<file path="config.mk">
export PLATFORM = sky130hd
export DESIGN_NAME = top_level
export DESIGN_NICKNAME = d
export VERILOG_FILES = /design/src/common/audio_pkg.sv /design/src/common/opl3_pkg.sv /design/src/operator/env_gen.sv /design/src/operator/operator.sv /design/src/operator/phase_gen.sv /design/src/rtl/clk_div.sv /design/src/rtl/i2s.sv /design/src/rtl/top_level.sv
export VERILOG_INCLUDE_DIRS = /design/src /design/src/common
export SDC_FILE = /design/constraint.sdc
export NUM_CORES = 2
export LEC_CHECK = 0
export BUFFER_PORTS_ARGS = -buffer_cell sky130_fd_sc_hd__buf_2
export CORE_ASPECT_RATIO = 0.5
export CORE_MARGIN = 2
export CORE_UTILIZATION = 65
export CTS_CLUSTER_DIAMETER = 200
export CTS_CLUSTER_SIZE = 8
export DETAILED_ROUTE_END_ITERATION = 6
export GPL_TIMING_DRIVEN = 0
export MAX_ROUTING_LAYER = met4
export PLACE_DENSITY = 0.86
export RECOVER_POWER = 25
export SYNTH_ARGS = -nofsm -noshare
export SYNTH_HDL_FRONTEND = slang
export SYNTH_SLANG_ARGS = --single-unit
</file>
<file path="constraint.sdc">
create_clock -name clk -period 9.83 [get_ports clk]
set_input_delay 1.966 -clock clk [delete_from_list [all_inputs] [get_ports clk]]
set_output_delay 1.966 -clock clk [all_outputs]
set_load 0.02 [all_outputs]
</file>
<file path="src/common/opl3_config.svh">
`ifndef OPL3_CONFIG_SVH
`define OPL3_CONFIG_SVH

// audio path
`define SAMPLE_WIDTH     16  // signed sample to the codec
`define SAMPLE_DIV       64  // clk cycles per sample, two per i2s bit

// phase accumulator
`define PHASE_WIDTH      20  // wraps freely
`define FNUM_WIDTH       10  // frequency number
`define BLOCK_WIDTH      3   // octave shift
`define MULT_WIDTH       4   // frequency multiplier, 0 stops the phase

// envelope and attenuation
`define ENV_WIDTH        4   // ar, dr, sl and rr fields
`define TL_WIDTH         3   // total level as extra right shift
`define ENV_LEVEL_WIDTH  9   // 0 is silent, 511 is full scale

`endif

</file>
<file path="src/common/audio_pkg.sv">
`default_nettype none

`include "opl3_config.svh"

package audio_pkg;

    // one stereo sample pair as sent in an i2s frame
    // left sits in the upper half so it is shifted out first
    typedef struct packed {
        logic signed [`SAMPLE_WIDTH-1:0] left;   // sent while ws is low
        logic signed [`SAMPLE_WIDTH-1:0] right;  // sent while ws is high
    } stereo_sample_t;

endpackage

`default_nettype wire

</file>
<file path="src/common/opl3_pkg.sv">
`default_nettype none

`include "opl3_config.svh"

package opl3_pkg;

    // selectable operator shapes, computed and not table based
    typedef enum logic [1:0] {
        WS_TRIANGLE    = 2'd0,  // peak at quarter phase
        WS_SQUARE      = 2'd1,  // full swing
        WS_SAW         = 2'd2,  // ramp from -full to +full
        WS_HALF_SQUARE = 2'd3   // positive half only
    } waveform_t;

    // ADSR phases of the envelope generator
    typedef enum logic [2:0] {
        ENV_IDLE    = 3'd0,  // silent, waits for key-on
        ENV_ATTACK  = 3'd1,  // rising to max
        ENV_DECAY   = 3'd2,  // falling to sustain level
        ENV_SUSTAIN = 3'd3,  // held while key is down
        ENV_RELEASE = 3'd4   // falling to zero after key-off
    } env_state_t;

    // per operator settings, all static between strobes
    typedef struct packed {
        logic [`FNUM_WIDTH-1:0]  fnum;   // frequency number
        logic [`BLOCK_WIDTH-1:0] block;  // octave
        logic [`MULT_WIDTH-1:0]  mult;   // multiplier
        waveform_t               ws;     // wave select
        logic [`ENV_WIDTH-1:0]   ar;     // attack rate, level step / 4
        logic [`ENV_WIDTH-1:0]   dr;     // decay rate, level step
        logic [`ENV_WIDTH-1:0]   sl;     // sustain level in units of 32
        logic [`ENV_WIDTH-1:0]   rr;     // release rate, level step
        logic [`TL_WIDTH-1:0]    tl;     // total level shift
    } op_params_t;

    // the operator output is one signed sample
    typedef logic signed [`SAMPLE_WIDTH-1:0] op_sample_t;

endpackage

`default_nettype wire

</file>
<file path="src/operator/env_gen.sv">
`timescale 1ns/100ps
`default_nettype none

`include "opl3_config.svh"

module env_gen (
    input  wire                            clk,
    input  wire                            rst_n,
    input  wire                            sample_clk_en,
    input  wire                            kon,
    input  opl3_pkg::op_params_t           params,
    output logic [`ENV_LEVEL_WIDTH-1:0]    level
);

    localparam int LW = `ENV_LEVEL_WIDTH;
    localparam logic [LW:0] LEVEL_MAX = {1'b0, {LW{1'b1}}};   // 511

    opl3_pkg::env_state_t state;       // ADSR phase
    logic                 kon_prev;    // kon seen at the last strobe
    logic                 kon_rise;    // new key-on
    logic [LW:0]          attack_sum;  // level + 4*ar with carry
    logic [LW-1:0]        sustain_lvl; // sl * 32
    logic [LW:0]          decay_floor; // sustain level + dr

    assign kon_rise    = kon & ~kon_prev;
    assign attack_sum  = {1'b0, level} + ((LW + 1)'(params.ar) << 2);
    assign sustain_lvl = LW'(params.sl) << 5;
    assign decay_floor = {1'b0, sustain_lvl} + (LW + 1)'(params.dr);

    always_ff @(posedge clk or negedge rst_n) begin
        if (!rst_n) begin
            state    <= opl3_pkg::ENV_IDLE;
            level    <= '0;
            kon_prev <= 1'b0;
        end else if (sample_clk_en) begin
            kon_prev <= kon;
            case (state)
                opl3_pkg::ENV_IDLE: begin
                    if (kon_rise) state <= opl3_pkg::ENV_ATTACK;
                end
                opl3_pkg::ENV_ATTACK: begin
                    if (!kon) begin
                        state <= opl3_pkg::ENV_RELEASE;
                    end else if (params.ar != '0) begin
                        if (attack_sum >= LEVEL_MAX) begin
                            level <= LEVEL_MAX[LW-1:0];     // saturate at top
                            state <= opl3_pkg::ENV_DECAY;
                        end else begin
                            level <= attack_sum[LW-1:0];
                        end
                    end
                end
                opl3_pkg::ENV_DECAY: begin
                    if (!kon) begin
                        state <= opl3_pkg::ENV_RELEASE;
                    end else if (params.dr != '0) begin
                        if ({1'b0, level} > decay_floor) begin
                            level <= level - LW'(params.dr);
                        end else begin
                            level <= sustain_lvl;           // clamp to sustain
                            state <= opl3_pkg::ENV_SUSTAIN;
                        end
                    end
                end
                opl3_pkg::ENV_SUSTAIN: begin
                    if (!kon) state <= opl3_pkg::ENV_RELEASE;  // level holds
                end
                opl3_pkg::ENV_RELEASE: begin
                    if (kon_rise) begin
                        state <= opl3_pkg::ENV_ATTACK;      // from current level
                    end else if (params.rr != '0) begin
                        if (level > LW'(params.rr)) begin
                            level <= level - LW'(params.rr);
                        end else begin
                            level <= '0;                    // floor at silence
                            state <= opl3_pkg::ENV_IDLE;
                        end
                    end
                end
                default: state <= opl3_pkg::ENV_IDLE;
            endcase
        end
    end

endmodule

`default_nettype wire

</file>
<file path="src/operator/operator.sv">
`timescale 1ns/100ps
`default_nettype none

`include "opl3_config.svh"

module operator (
    input  wire                    clk,
    input  wire                    rst_n,
    input  wire                    sample_clk_en,
    input  wire                    kon,
    input  opl3_pkg::op_params_t   params,
    output opl3_pkg::op_sample_t   out
);

    localparam int SW  = `SAMPLE_WIDTH;
    localparam int LW  = `ENV_LEVEL_WIDTH;
    localparam int P_W = 10;                                 // phase bits used
    localparam logic signed [17:0] CLAMP = 18'sd32767;

    logic [`PHASE_WIDTH-1:0] phase;
    logic [LW-1:0]           level;
    logic                    strobe_d;                       // phase and level updated
    logic signed [17:0]      p_s;                            // top phase bits, signed
    logic signed [17:0]      tri_raw;                        // before clamp
    logic signed [SW-1:0]    wave;                           // selected shape
    logic signed [SW+LW:0]   scaled;                         // wave * level

    phase_gen u_phase_gen (
        .clk(clk), .rst_n(rst_n), .sample_clk_en(sample_clk_en),
        .params(params), .phase(phase)
    );

    env_gen u_env_gen (
        .clk(clk), .rst_n(rst_n), .sample_clk_en(sample_clk_en),
        .kon(kon), .params(params), .level(level)
    );

    assign p_s = $signed({8'b0, phase[`PHASE_WIDTH-1 -: P_W]});

    always_comb begin
        if (p_s < 18'sd256) tri_raw = p_s <<< 7;             // rising quarter
        else if (p_s < 18'sd768) tri_raw = (18'sd512 - p_s) <<< 7;
        else tri_raw = (p_s - 18'sd1024) <<< 7;              // back to zero
        case (params.ws)
            opl3_pkg::WS_TRIANGLE: begin
                if (tri_raw > CLAMP) wave = SW'(CLAMP);
                else if (tri_raw < -CLAMP) wave = SW'(-CLAMP);
                else wave = SW'(tri_raw);
            end
            opl3_pkg::WS_SQUARE: wave = (p_s < 18'sd512) ? SW'(CLAMP) : SW'(-CLAMP);
            opl3_pkg::WS_SAW: wave = SW'((p_s - 18'sd512) <<< 6);
            default: wave = (p_s < 18'sd512) ? SW'(CLAMP) : '0;  // half square
        endcase
    end

    assign scaled = wave * $signed({1'b0, level});           // envelope scaling

    always_ff @(posedge clk or negedge rst_n) begin
        if (!rst_n) begin
            strobe_d <= 1'b0;
            out      <= '0;
        end else begin
            strobe_d <= sample_clk_en;
            if (strobe_d) out <= SW'(scaled >>> (LW + params.tl));  // tl attenuation
        end
    end

endmodule

`default_nettype wire

</file>
<file path="src/operator/phase_gen.sv">
`timescale 1ns/100ps
`default_nettype none

`include "opl3_config.svh"

module phase_gen (
    input  wire                        clk,
    input  wire                        rst_n,
    input  wire                        sample_clk_en,
    input  opl3_pkg::op_params_t       params,
    output logic [`PHASE_WIDTH-1:0]    phase
);

    // fnum shifted by the largest block
    localparam int SHIFT_W = `FNUM_WIDTH + (1 << `BLOCK_WIDTH) - 1;
    localparam int PROD_W  = SHIFT_W + `MULT_WIDTH;

    logic [SHIFT_W-1:0] fnum_shifted;              // fnum << block
    logic [PROD_W-1:0]  inc_full;                  // times mult

    assign fnum_shifted = SHIFT_W'(params.fnum) << params.block;
    assign inc_full     = fnum_shifted * params.mult;

    // accumulate once per sample, upper bits of the product drop off
    always_ff @(posedge clk or negedge rst_n) begin
        if (!rst_n) begin
            phase <= '0;
        end else if (sample_clk_en) begin
            phase <= phase + inc_full[`PHASE_WIDTH-1:0];  // wraps at 2^20
        end
    end

endmodule

`default_nettype wire

</file>
<file path="src/rtl/clk_div.sv">
`timescale 1ns/100ps
`default_nettype none

`include "opl3_config.svh"

module clk_div (
    input  wire  clk,
    input  wire  rst_n,
    output logic sample_clk_en     // one clk wide, every SAMPLE_DIV clocks
);

    localparam int CNT_W = $clog2(`SAMPLE_DIV);
    localparam logic [CNT_W-1:0] TERM = CNT_W'(`SAMPLE_DIV - 1);

    logic [CNT_W-1:0] cnt;         // free running sample counter

    always_ff @(posedge clk or negedge rst_n) begin
        if (!rst_n) begin
            cnt <= '0;
        end else if (cnt == TERM) begin
            cnt <= '0;             // wrap at terminal count
        end else begin
            cnt <= cnt + 1'b1;
        end
    end

    // high in the 64th cycle after reset and every 64 after that
    assign sample_clk_en = (cnt == TERM);

endmodule

`default_nettype wire

</file>
<file path="src/rtl/i2s.sv">
`timescale 1ns/100ps
`default_nettype none

`include "opl3_config.svh"

module i2s (
    input  wire                        clk,
    input  wire                        rst_n,
    input  wire                        sample_clk_en,
    input  audio_pkg::stereo_sample_t  sample,
    output logic                       i2s_sclk,
    output logic                       i2s_ws,
    output logic                       i2s_sd
);

    localparam int FRAME_W = 2 * `SAMPLE_WIDTH;    // 32 bits per frame
    localparam int BIT_W   = $clog2(FRAME_W);

    logic [FRAME_W-1:0] shreg;                     // msb is next bit out
    logic [BIT_W-1:0]   bit_cnt;                   // falling edges since strobe
    logic               sclk_fall;                 // sclk goes low this edge

    assign sclk_fall = i2s_sclk;

    // bit clock at half the system clock
    always_ff @(posedge clk or negedge rst_n) begin
        if (!rst_n) begin
            i2s_sclk <= 1'b0;
        end else begin
            i2s_sclk <= ~i2s_sclk;
        end
    end

    // strobe lands on a falling sclk since the frame is an even clk count
    always_ff @(posedge clk or negedge rst_n) begin
        if (!rst_n) begin
            shreg   <= '0;
            bit_cnt <= '0;
            i2s_ws  <= 1'b0;
            i2s_sd  <= 1'b0;
        end else if (sample_clk_en) begin
            i2s_sd  <= shreg[FRAME_W-1];           // right lsb of old frame
            shreg   <= sample;                     // latch new pair
            bit_cnt <= '0;
            i2s_ws  <= 1'b0;                       // left half begins
        end else if (sclk_fall) begin
            i2s_sd  <= shreg[FRAME_W-1];           // one sclk behind ws
            shreg   <= {shreg[FRAME_W-2:0], 1'b0};
            bit_cnt <= bit_cnt + 1'b1;
            if (bit_cnt == BIT_W'(`SAMPLE_WIDTH - 1)) begin
                i2s_ws <= 1'b1;                    // right half begins
            end
        end
    end

endmodule

`default_nettype wire

</file>
<file path="src/rtl/top_level.sv">
`timescale 1ns/100ps
`default_nettype none

module top_level (
    input  wire                    clk,
    input  wire                    rst_n,
    input  opl3_pkg::op_params_t   params_l,
    input  opl3_pkg::op_params_t   params_r,
    input  wire                    kon_l,
    input  wire                    kon_r,
    output wire                    i2s_sclk,
    output wire                    i2s_ws,
    output wire                    i2s_sd
);

    wire                        sample_clk_en;   // one pulse per frame
    opl3_pkg::op_sample_t       op_out_l;        // left operator sample
    opl3_pkg::op_sample_t       op_out_r;        // right operator sample
    audio_pkg::stereo_sample_t  sample;          // pair for the serializer

    assign sample = '{left: op_out_l, right: op_out_r};

    clk_div u_clk_div (
        .clk           (clk),
        .rst_n         (rst_n),
        .sample_clk_en (sample_clk_en)
    );

    operator operator_l (
        .clk           (clk),
        .rst_n         (rst_n),
        .sample_clk_en (sample_clk_en),
        .kon           (kon_l),
        .params        (params_l),
        .out           (op_out_l)
    );

    operator operator_r (
        .clk           (clk),
        .rst_n         (rst_n),
        .sample_clk_en (sample_clk_en),
        .kon           (kon_r),
        .params        (params_r),
        .out           (op_out_r)
    );

    // frame n carries the sample of step n-1
    i2s u_i2s (
        .clk           (clk),
        .rst_n         (rst_n),
        .sample_clk_en (sample_clk_en),
        .sample        (sample),
        .i2s_sclk      (i2s_sclk),
        .i2s_ws        (i2s_ws),
        .i2s_sd        (i2s_sd)
    );

endmodule

`default_nettype wire

</file>
## Yosys cells after proc, flatten, opt, wreduce, memory -nomap -nowiden

Cells that the tools add are included.

| word-level totals | value |
|---|---|
| register bits after elaboration | 145 |
| bits in latches | 0 |
| RAM bits | 0 |
| bits in read-only memories | 0 |
| bits of input ports | 80 |
| output and inout port bits | 3 |
| logic and storage cells | 195 |
| memories | 0 |

| cells by class | value |
|---|---|
| $add $sub $neg | 20 |
| multipliers | 4 |
| div/mod/pow operators | 0 |
| order comparisons | 16 |
| equality and inequality tests | 42 |
| shift-type cells | 4 |
| multiplexer cells | 68 |
| bitwise operators | 5 |
| reductions and logical operators | 19 |

Operators with widths:

| operator | count |
|---|---|
| $mux W9 | 18 |
| $mux W16 | 6 |
| $pmux W16 S3 | 2 |
| $mux W18 | 4 |
| $mux W3 | 22 |
| $mux W32 | 2 |
| $sshr A26 B32 Y16 | 2 |
| $pmux W9 S3 | 2 |
| $mul A16 B10 Y26 | 2 |
| $add A20 B20 Y20 | 2 |
| $lt A10 B10 Y1 const B | 4 |
| $mul A17 B4 Y20 | 2 |
| $gt A18 B16 Y1 const B | 2 |
| $lt A18 B16 Y1 const B | 2 |
| $ne A3 B3 Y1 const B | 12 |
| $sub A9 B4 Y9 | 4 |
| $shl A10 B3 Y17 | 2 |
| $ne A2 B2 Y1 const B | 16 |
| $mux W15 | 2 |
| $pmux W3 S5 | 2 |
| $reduce_bool A4 Y1 | 6 |
| $sub A10 B10 Y11 const A | 2 |
| $sub A10 B11 Y11 const B | 2 |
| $add A9 B4 Y10 | 2 |
| other kinds (28) | 56 |

## Longest topological paths before layout

| depth | value |
|---|---|
| depth in word-level cells | 9 |
| gate-level depth with buffers | 35 |
| depth with buffers taken out | 33 |

## By module

A second synthesis with hierarchy kept.

| unflattened totals | value |
|---|---|
| cell total of the unflattened synthesis | 3685 |
| area, all modules | 30424.2 sq um |

Modules (own cells, without submodules):

| module | instances | cells an instance | area each (sq um) | sequential area each (sq um) |
|---|---|---|---|---|
| operator (operator_r) | 1 | 1091 | 8590.7 | 425.4 |
| operator (operator_l) | 1 | 1055 | 8485.6 | 425.4 |
| phase_gen (operator_l.u_phase_gen) | 1 | 460 | 3885.0 | 500.5 |
| phase_gen (operator_r.u_phase_gen) | 1 | 452 | 3807.4 | 500.5 |
| env_gen | 2 | 218 | 1755.4 | 325.3 |
| i2s | 1 | 171 | 1901.8 | 1001.0 |
| clk_div | 1 | 20 | 242.7 | 150.1 |

## Worst setup path after synthesis

Ideal clock, no wire load.

| timing | value |
|---|---|
| kind | input to register |
| start point | in params_r[19] (netlist name) |
| end point | reg operator_r.out[2] |
| library setup time | 124 ps |
| arrival time | 8602 ps |
| required time | 9706 ps |
| slack | 1104 ps |
| stages on the path | 27 |
| path buffers | 1 |
| path through | clkbuf_1 > nor2_1 > nand2_1 > a21o_1 > a31oi_1 > nand2_1 > fa_1 > inv_1 > fa_1 > inv_1 > fa_1 > inv_1 > fa_1 > inv_1 > fa_1 > inv_1 > ha_1 > a21oi_1 > nor2b_1 > a311o_1 > o21ai_1 > mux2_2 > o211a_1 > mux4_2 > nand2_1 > o31ai_1 > a211o_1 |

| between the ends | value |
|---|---|
| longest elaborated chain between the ends | 4 |
| elaborated cells on any way between the ends | 6 |
| classes of those cells | mul (1); eq/ne (2); shift (1); mux (1); reduce/logical (1) |

RTL lines:

| element | RTL line | RTL |
|---|---|---|
| start, declared | top_level.sv:8 | `input opl3_pkg::op_params_t params_r,` |
| $eq A2 B2 Y1, or another cell as far along | operator.sv:44 | `case (params.ws)` |
| $pmux W16 S3 (*) | operator.sv:44 |  |
| $mul A16 B10 Y26 (*) | operator.sv:56 | `assign scaled = wave * $signed({1'b0, level});` |
| $sshr A26 B32 Y16 (*) | operator.sv:64 | `if (strobe_d) out <= SW'(scaled >>> (LW + params.tl));` |
| end signal, assigned | operator.sv:64 |  |
| end, declared | operator.sv:12 | `output opl3_pkg::op_sample_t out` |

Every way passes the cells marked *; elsewhere a longest branch is shown, timed or not.
A chain may end at the register's enable or synchronous reset.

## Worst setup path in the final report

| timing | value |
|---|---|
| start point | reg operator_r.u_phase_gen.phase[11] |
| end point | reg operator_r.out[2] |

| between the ends | value |
|---|---|
| longest elaborated chain between the ends | 9 |
| elaborated cells on any way between the ends | 17 |
| classes of those cells | add/sub (3); mul (1); order compare (5); shift (1); mux (7) |

RTL lines:

| element | RTL line | RTL |
|---|---|---|
| start, declared | phase_gen.sv:11 | `` output logic [`PHASE_WIDTH-1:0] phase `` |
| start signal, assigned | phase_gen.sv:29 | `` phase <= phase + inc_full[`PHASE_WIDTH-1:0]; `` |
| $sub A10 B11 Y11, or another cell as far along | operator.sv:43 | `else tri_raw = (p_s - 18'sd1024) <<< 7;` |
| $mux W18 | operator.sv:42 | `else if (p_s < 18'sd768) tri_raw = (18'sd512 - p_s) <<< 7;` |
| $mux W18 | operator.sv:41 | `if (p_s < 18'sd256) tri_raw = p_s <<< 7;` |
| $lt A18 B16 Y1 | operator.sv:47 | `else if (tri_raw < -CLAMP) wave = SW'(-CLAMP);` |
| $mux W16 | operator.sv:47 |  |
| $mux W16 | operator.sv:46 | `if (tri_raw > CLAMP) wave = SW'(CLAMP);` |
| $pmux W16 S3 (*) | operator.sv:44 |  |
| $mul A16 B10 Y26 (*) | operator.sv:56 |  |
| $sshr A26 B32 Y16 (*) | operator.sv:64 |  |

Marked as above.

==> reports/qor.yml <==
synthesis:
  ys_seq_area_share_pct: 13.18
  async_reset_ff_share_pct: 100.0
  synth_nets: 3946
  ys_top_cells_by_area: "fa_1 24%, dfrtp_1 13%, ha_1 9.5%, inv_1 6.5%, nand2_1 6.1%"
  synth-edff-count: 0
  synthesis.area_mm2: 0.02753
  ys.warnings.count: 0
  syn_area_per_cell_um2: 8.274
  syn_inst: 3327
  synth-xor-area-share_pct: 4.391
  synth_cell_types: 94
  synthSimpleGateAreaFrac_pct: 18.02
  ys_seq_elements: 145
  ys.flop_type: "dfrtp_1"
  synth_largest_area_cell: "fa_1"
  synth_fa_ha_area_share_pct: 33.50
  synth_mux_area_share_pct: 5.636
  synth_top_area_share_pct: 24.00
  synth_top_family_by_area: "adder cells"
  synth-compound-area-share_pct: 16.55
power_and_ir_drop:
  p_int_mw: 1.646
  pwr-share-comb_pct: 57.1
  p_seq_share_pct: 20.5
  p_sw_share_pct: 44.90
  net-switching-power_mw: 1.341
  p_per_area_mw_per_mm2: 101.8
  clkPwrFrac_pct: 22.5
  p_leak_nw: 14.89
  ir_worst_vdd_v: 0.0001175
global_routing:
  grt_pass1_wl_mm: 120.7
  track_usage_pct: 34.64
  grt_max_degree: 103
  grt_pass1_vias: 24780
  antenna_found_initial: 1
  grt-ovfl-total: 0
floorplan:
  fp.dieW_um: 295.0
  fp-row-count: 53
  coreArea_mm2: 0.04191
  pin_count: 83
  die_area_mm2: 0.04411
  start_util_pct: 65.68
  die_h_um: 149.5
clock_network:
  clock_latency_ps: 450
  hold_buffers: 0
  clockRootBuffer: "clkbuf_16"
  clkTransAtPathRegs_ps: 70
  cts_resized: 0
  clock_path_buffers: 2
  cts_tree: "yes"
  h-tree-depth: 4
  post_cts_buffers: 0
  clock-sinks: 145
  cts_buffers: 17
routing:
  dr.pass1.iters: 6
  vias: 24420
  vias_per_cell: 6.092
  ant_nets: 0
  finalWirelength_mm: 71.48
  drc: 0
  wl_per_cell_um: 17.83
  first_iter_violations: 1967
timing:
  hold_violations: 0
  setup-violations-final: 0
  post-route-worst-setup-slack_ps: 442.4
  timing.final.crit_period_ps: 9388
  setup_tns_ps: 0
  fin_skew_ps: 13.08
  max_freq_ghz: 0.1065
  slew_viol_final: 148
  relSlewSlack_pct: -208.9
  tightest_slew_ps: 4633
  fin_crit_sh_pct: 95.50
min_path:
  hold-path-cell-count: 2
  hp-class: "register to register"
status:
  status: "finished, violations left"
  violations: "max-capacitance violations, max-slew violations"
layout:
  drive_gt1_share_pct: 5.742
  final_util_pct: 70.05
  layout_common_cells: "479 x inv_1, 450 x nand2_1, 330 x fa_1"
  area_growth_syn_to_layout_pct: 6.655
  layout_commonest_cell: "inv_1"
  fin_nets: 4037
  final_cells: 4009
worst_setup_path:
  cp_data_arrival_time_ps: 9720
  cp-end-kind: "register"
  critPathRequiredTime_ps: 10160
  crit_fanout: 9
  slowest_stage: "fa_1"
  path_class: "register to register"
  crit_path_max_incr_delay_ps: 560
  crit_top_cell: "fa_1"
  start_kind: "register"
  worstRegToRegCells: 30
flow_run:
  max-cap-violations: 2
place:
  port_buffers: 71
  dp_hpwl_mm: 57.76
  placed_cells: 3976
  post-place-ws_ps: -80.72
  gp_congestion: 0.9697
## power groups by stage
| stage | Clock [mW] | Combinational (mW) | Sequential, mW |
|---|---|---|---|
| global route | 0.698 | 1.91 | 0.611 |
| detailed placement | 0 | 1.65 | 0.622 |
| CTS | 0.672 | 1.67 | 0.611 |
| floorplan | 0 | 1.27 | 0.619 |
| finish | 0.671 | 1.70 | 0.611 |
| global placement | 0 | 1.60 | 0.621 |
## cells in the mapped netlist, types with 19 or more instances
cell type,number
o211ai_1,20
nor2_1,173
ha_1,209
a31oi_1,28
o21ai_0,173
and3_1,33
a21oi_1,133
or3_1,25
a211oi_1,41
nand2b_1,40
nor4_1,25
o21a_1,20
nand3_1,50
a221oi_1,19
a21o_1,51
and2_1,137
mux2i_1,101
mux2_2,28
dfrtp_1,145
fa_1,330
buf_1,19
nand2_1,450
xnor2_1,77
nor3_1,47
xor2_1,61
inv_1,479
clkbuf_1,128
## worst max-delay path, delay by kind of cell, from the launching register on
| kind | cells | cell delay, ps |
|---|---|---|
| xor+xnor | 1 | 270 |
| compound gates | 11 | 3360 |
| fa+ha+maj | 7 | 3130 |
| simple gates | 6 | 1370 |
| flops | 1 | 490 |
| buf+inv | 5 | 650 |
## routing by layer
metal	routed length (µm)	global-route usage (%)	vias up
met5	0	-	-
met3	4433	4.233	159
met1	30510	43.95	12030
met2	34620	58.61	914
met4	1914	10.56	0
li1	-	-	11330
## path summary, 6_finish.rpt
path                                                  start                          endpoint  slack, ps
hold reg to reg               operator_r.u_env_gen.kon_prev     operator_r.u_env_gen.kon_prev        480
setup reg to reg           operator_r.u_phase_gen.phase[11]                 operator_r.out[2]        440
max in group asynchronous                             rst_n                    u_i2s.shreg[3]       1710
hold / removal                operator_r.u_env_gen.kon_prev     operator_r.u_env_gen.kon_prev        480
setup / recovery           operator_r.u_phase_gen.phase[11]                 operator_r.out[2]        440
min in group asynchronous                             rst_n  operator_l.u_phase_gen.phase[18]       2330
## cell type report
| cell class | count | area, µm² |
|---|---|---|
| clock inverter | 15 | 167.7 |
| multi-input combinational | 2546 | 21650 |
| timing repair buffer | 72 | 364.1 |
| clock buffer | 17 | 425.4 |
| inverter | 483 | 1813 |
| tap | 577 | 721.9 |
| fill | 3273 | 12550 |
| sequential | 145 | 3628 |
| buffer | 153 | 588.1 |
| antenna | 1 | 2.502 |
## sequential cells by signal, summed over array words and instances (netlist names), 3 cells and up
| signal | cells |
|---|---|
| u_i2s.shreg | 32 |
| u_clk_div.cnt | 6 |
| u_i2s.bit_cnt | 5 |
| operator_l.u_env_gen.state | 3 |
| operator_l.u_phase_gen.phase | 20 |
| operator_r.u_phase_gen.phase | 20 |
| operator_l.out | 16 |
| operator_l.u_env_gen.level | 9 |
| operator_r.u_env_gen.state | 3 |
| operator_r.u_env_gen.level | 9 |
| operator_r.out | 16 |
## stage by stage
stage	hold slack, ps	power (mW)	instance area, µm²
final	479.8	2.987	29360
after global routing	509.4	3.215	29360
after CTS	483.3	2.949	29230
after detailed placement	463.6	2.273	28640
after global placement	458.4	2.224	28600
after floorplan	441.3	1.886	27530
## cell families (layout without fill, tap and decap cells)
family / count (synthesis) / after routing
fa+ha+maj: 539 / 539
simple gates: 1050 / 1050
xor+xnor: 138 / 138
other cells: 0 / 1
flops: 145 / 145
mux: 139 / 139
buf+inv: 636 / 740
compound gates: 680 / 680
Power figures use the tool's default switching activity.
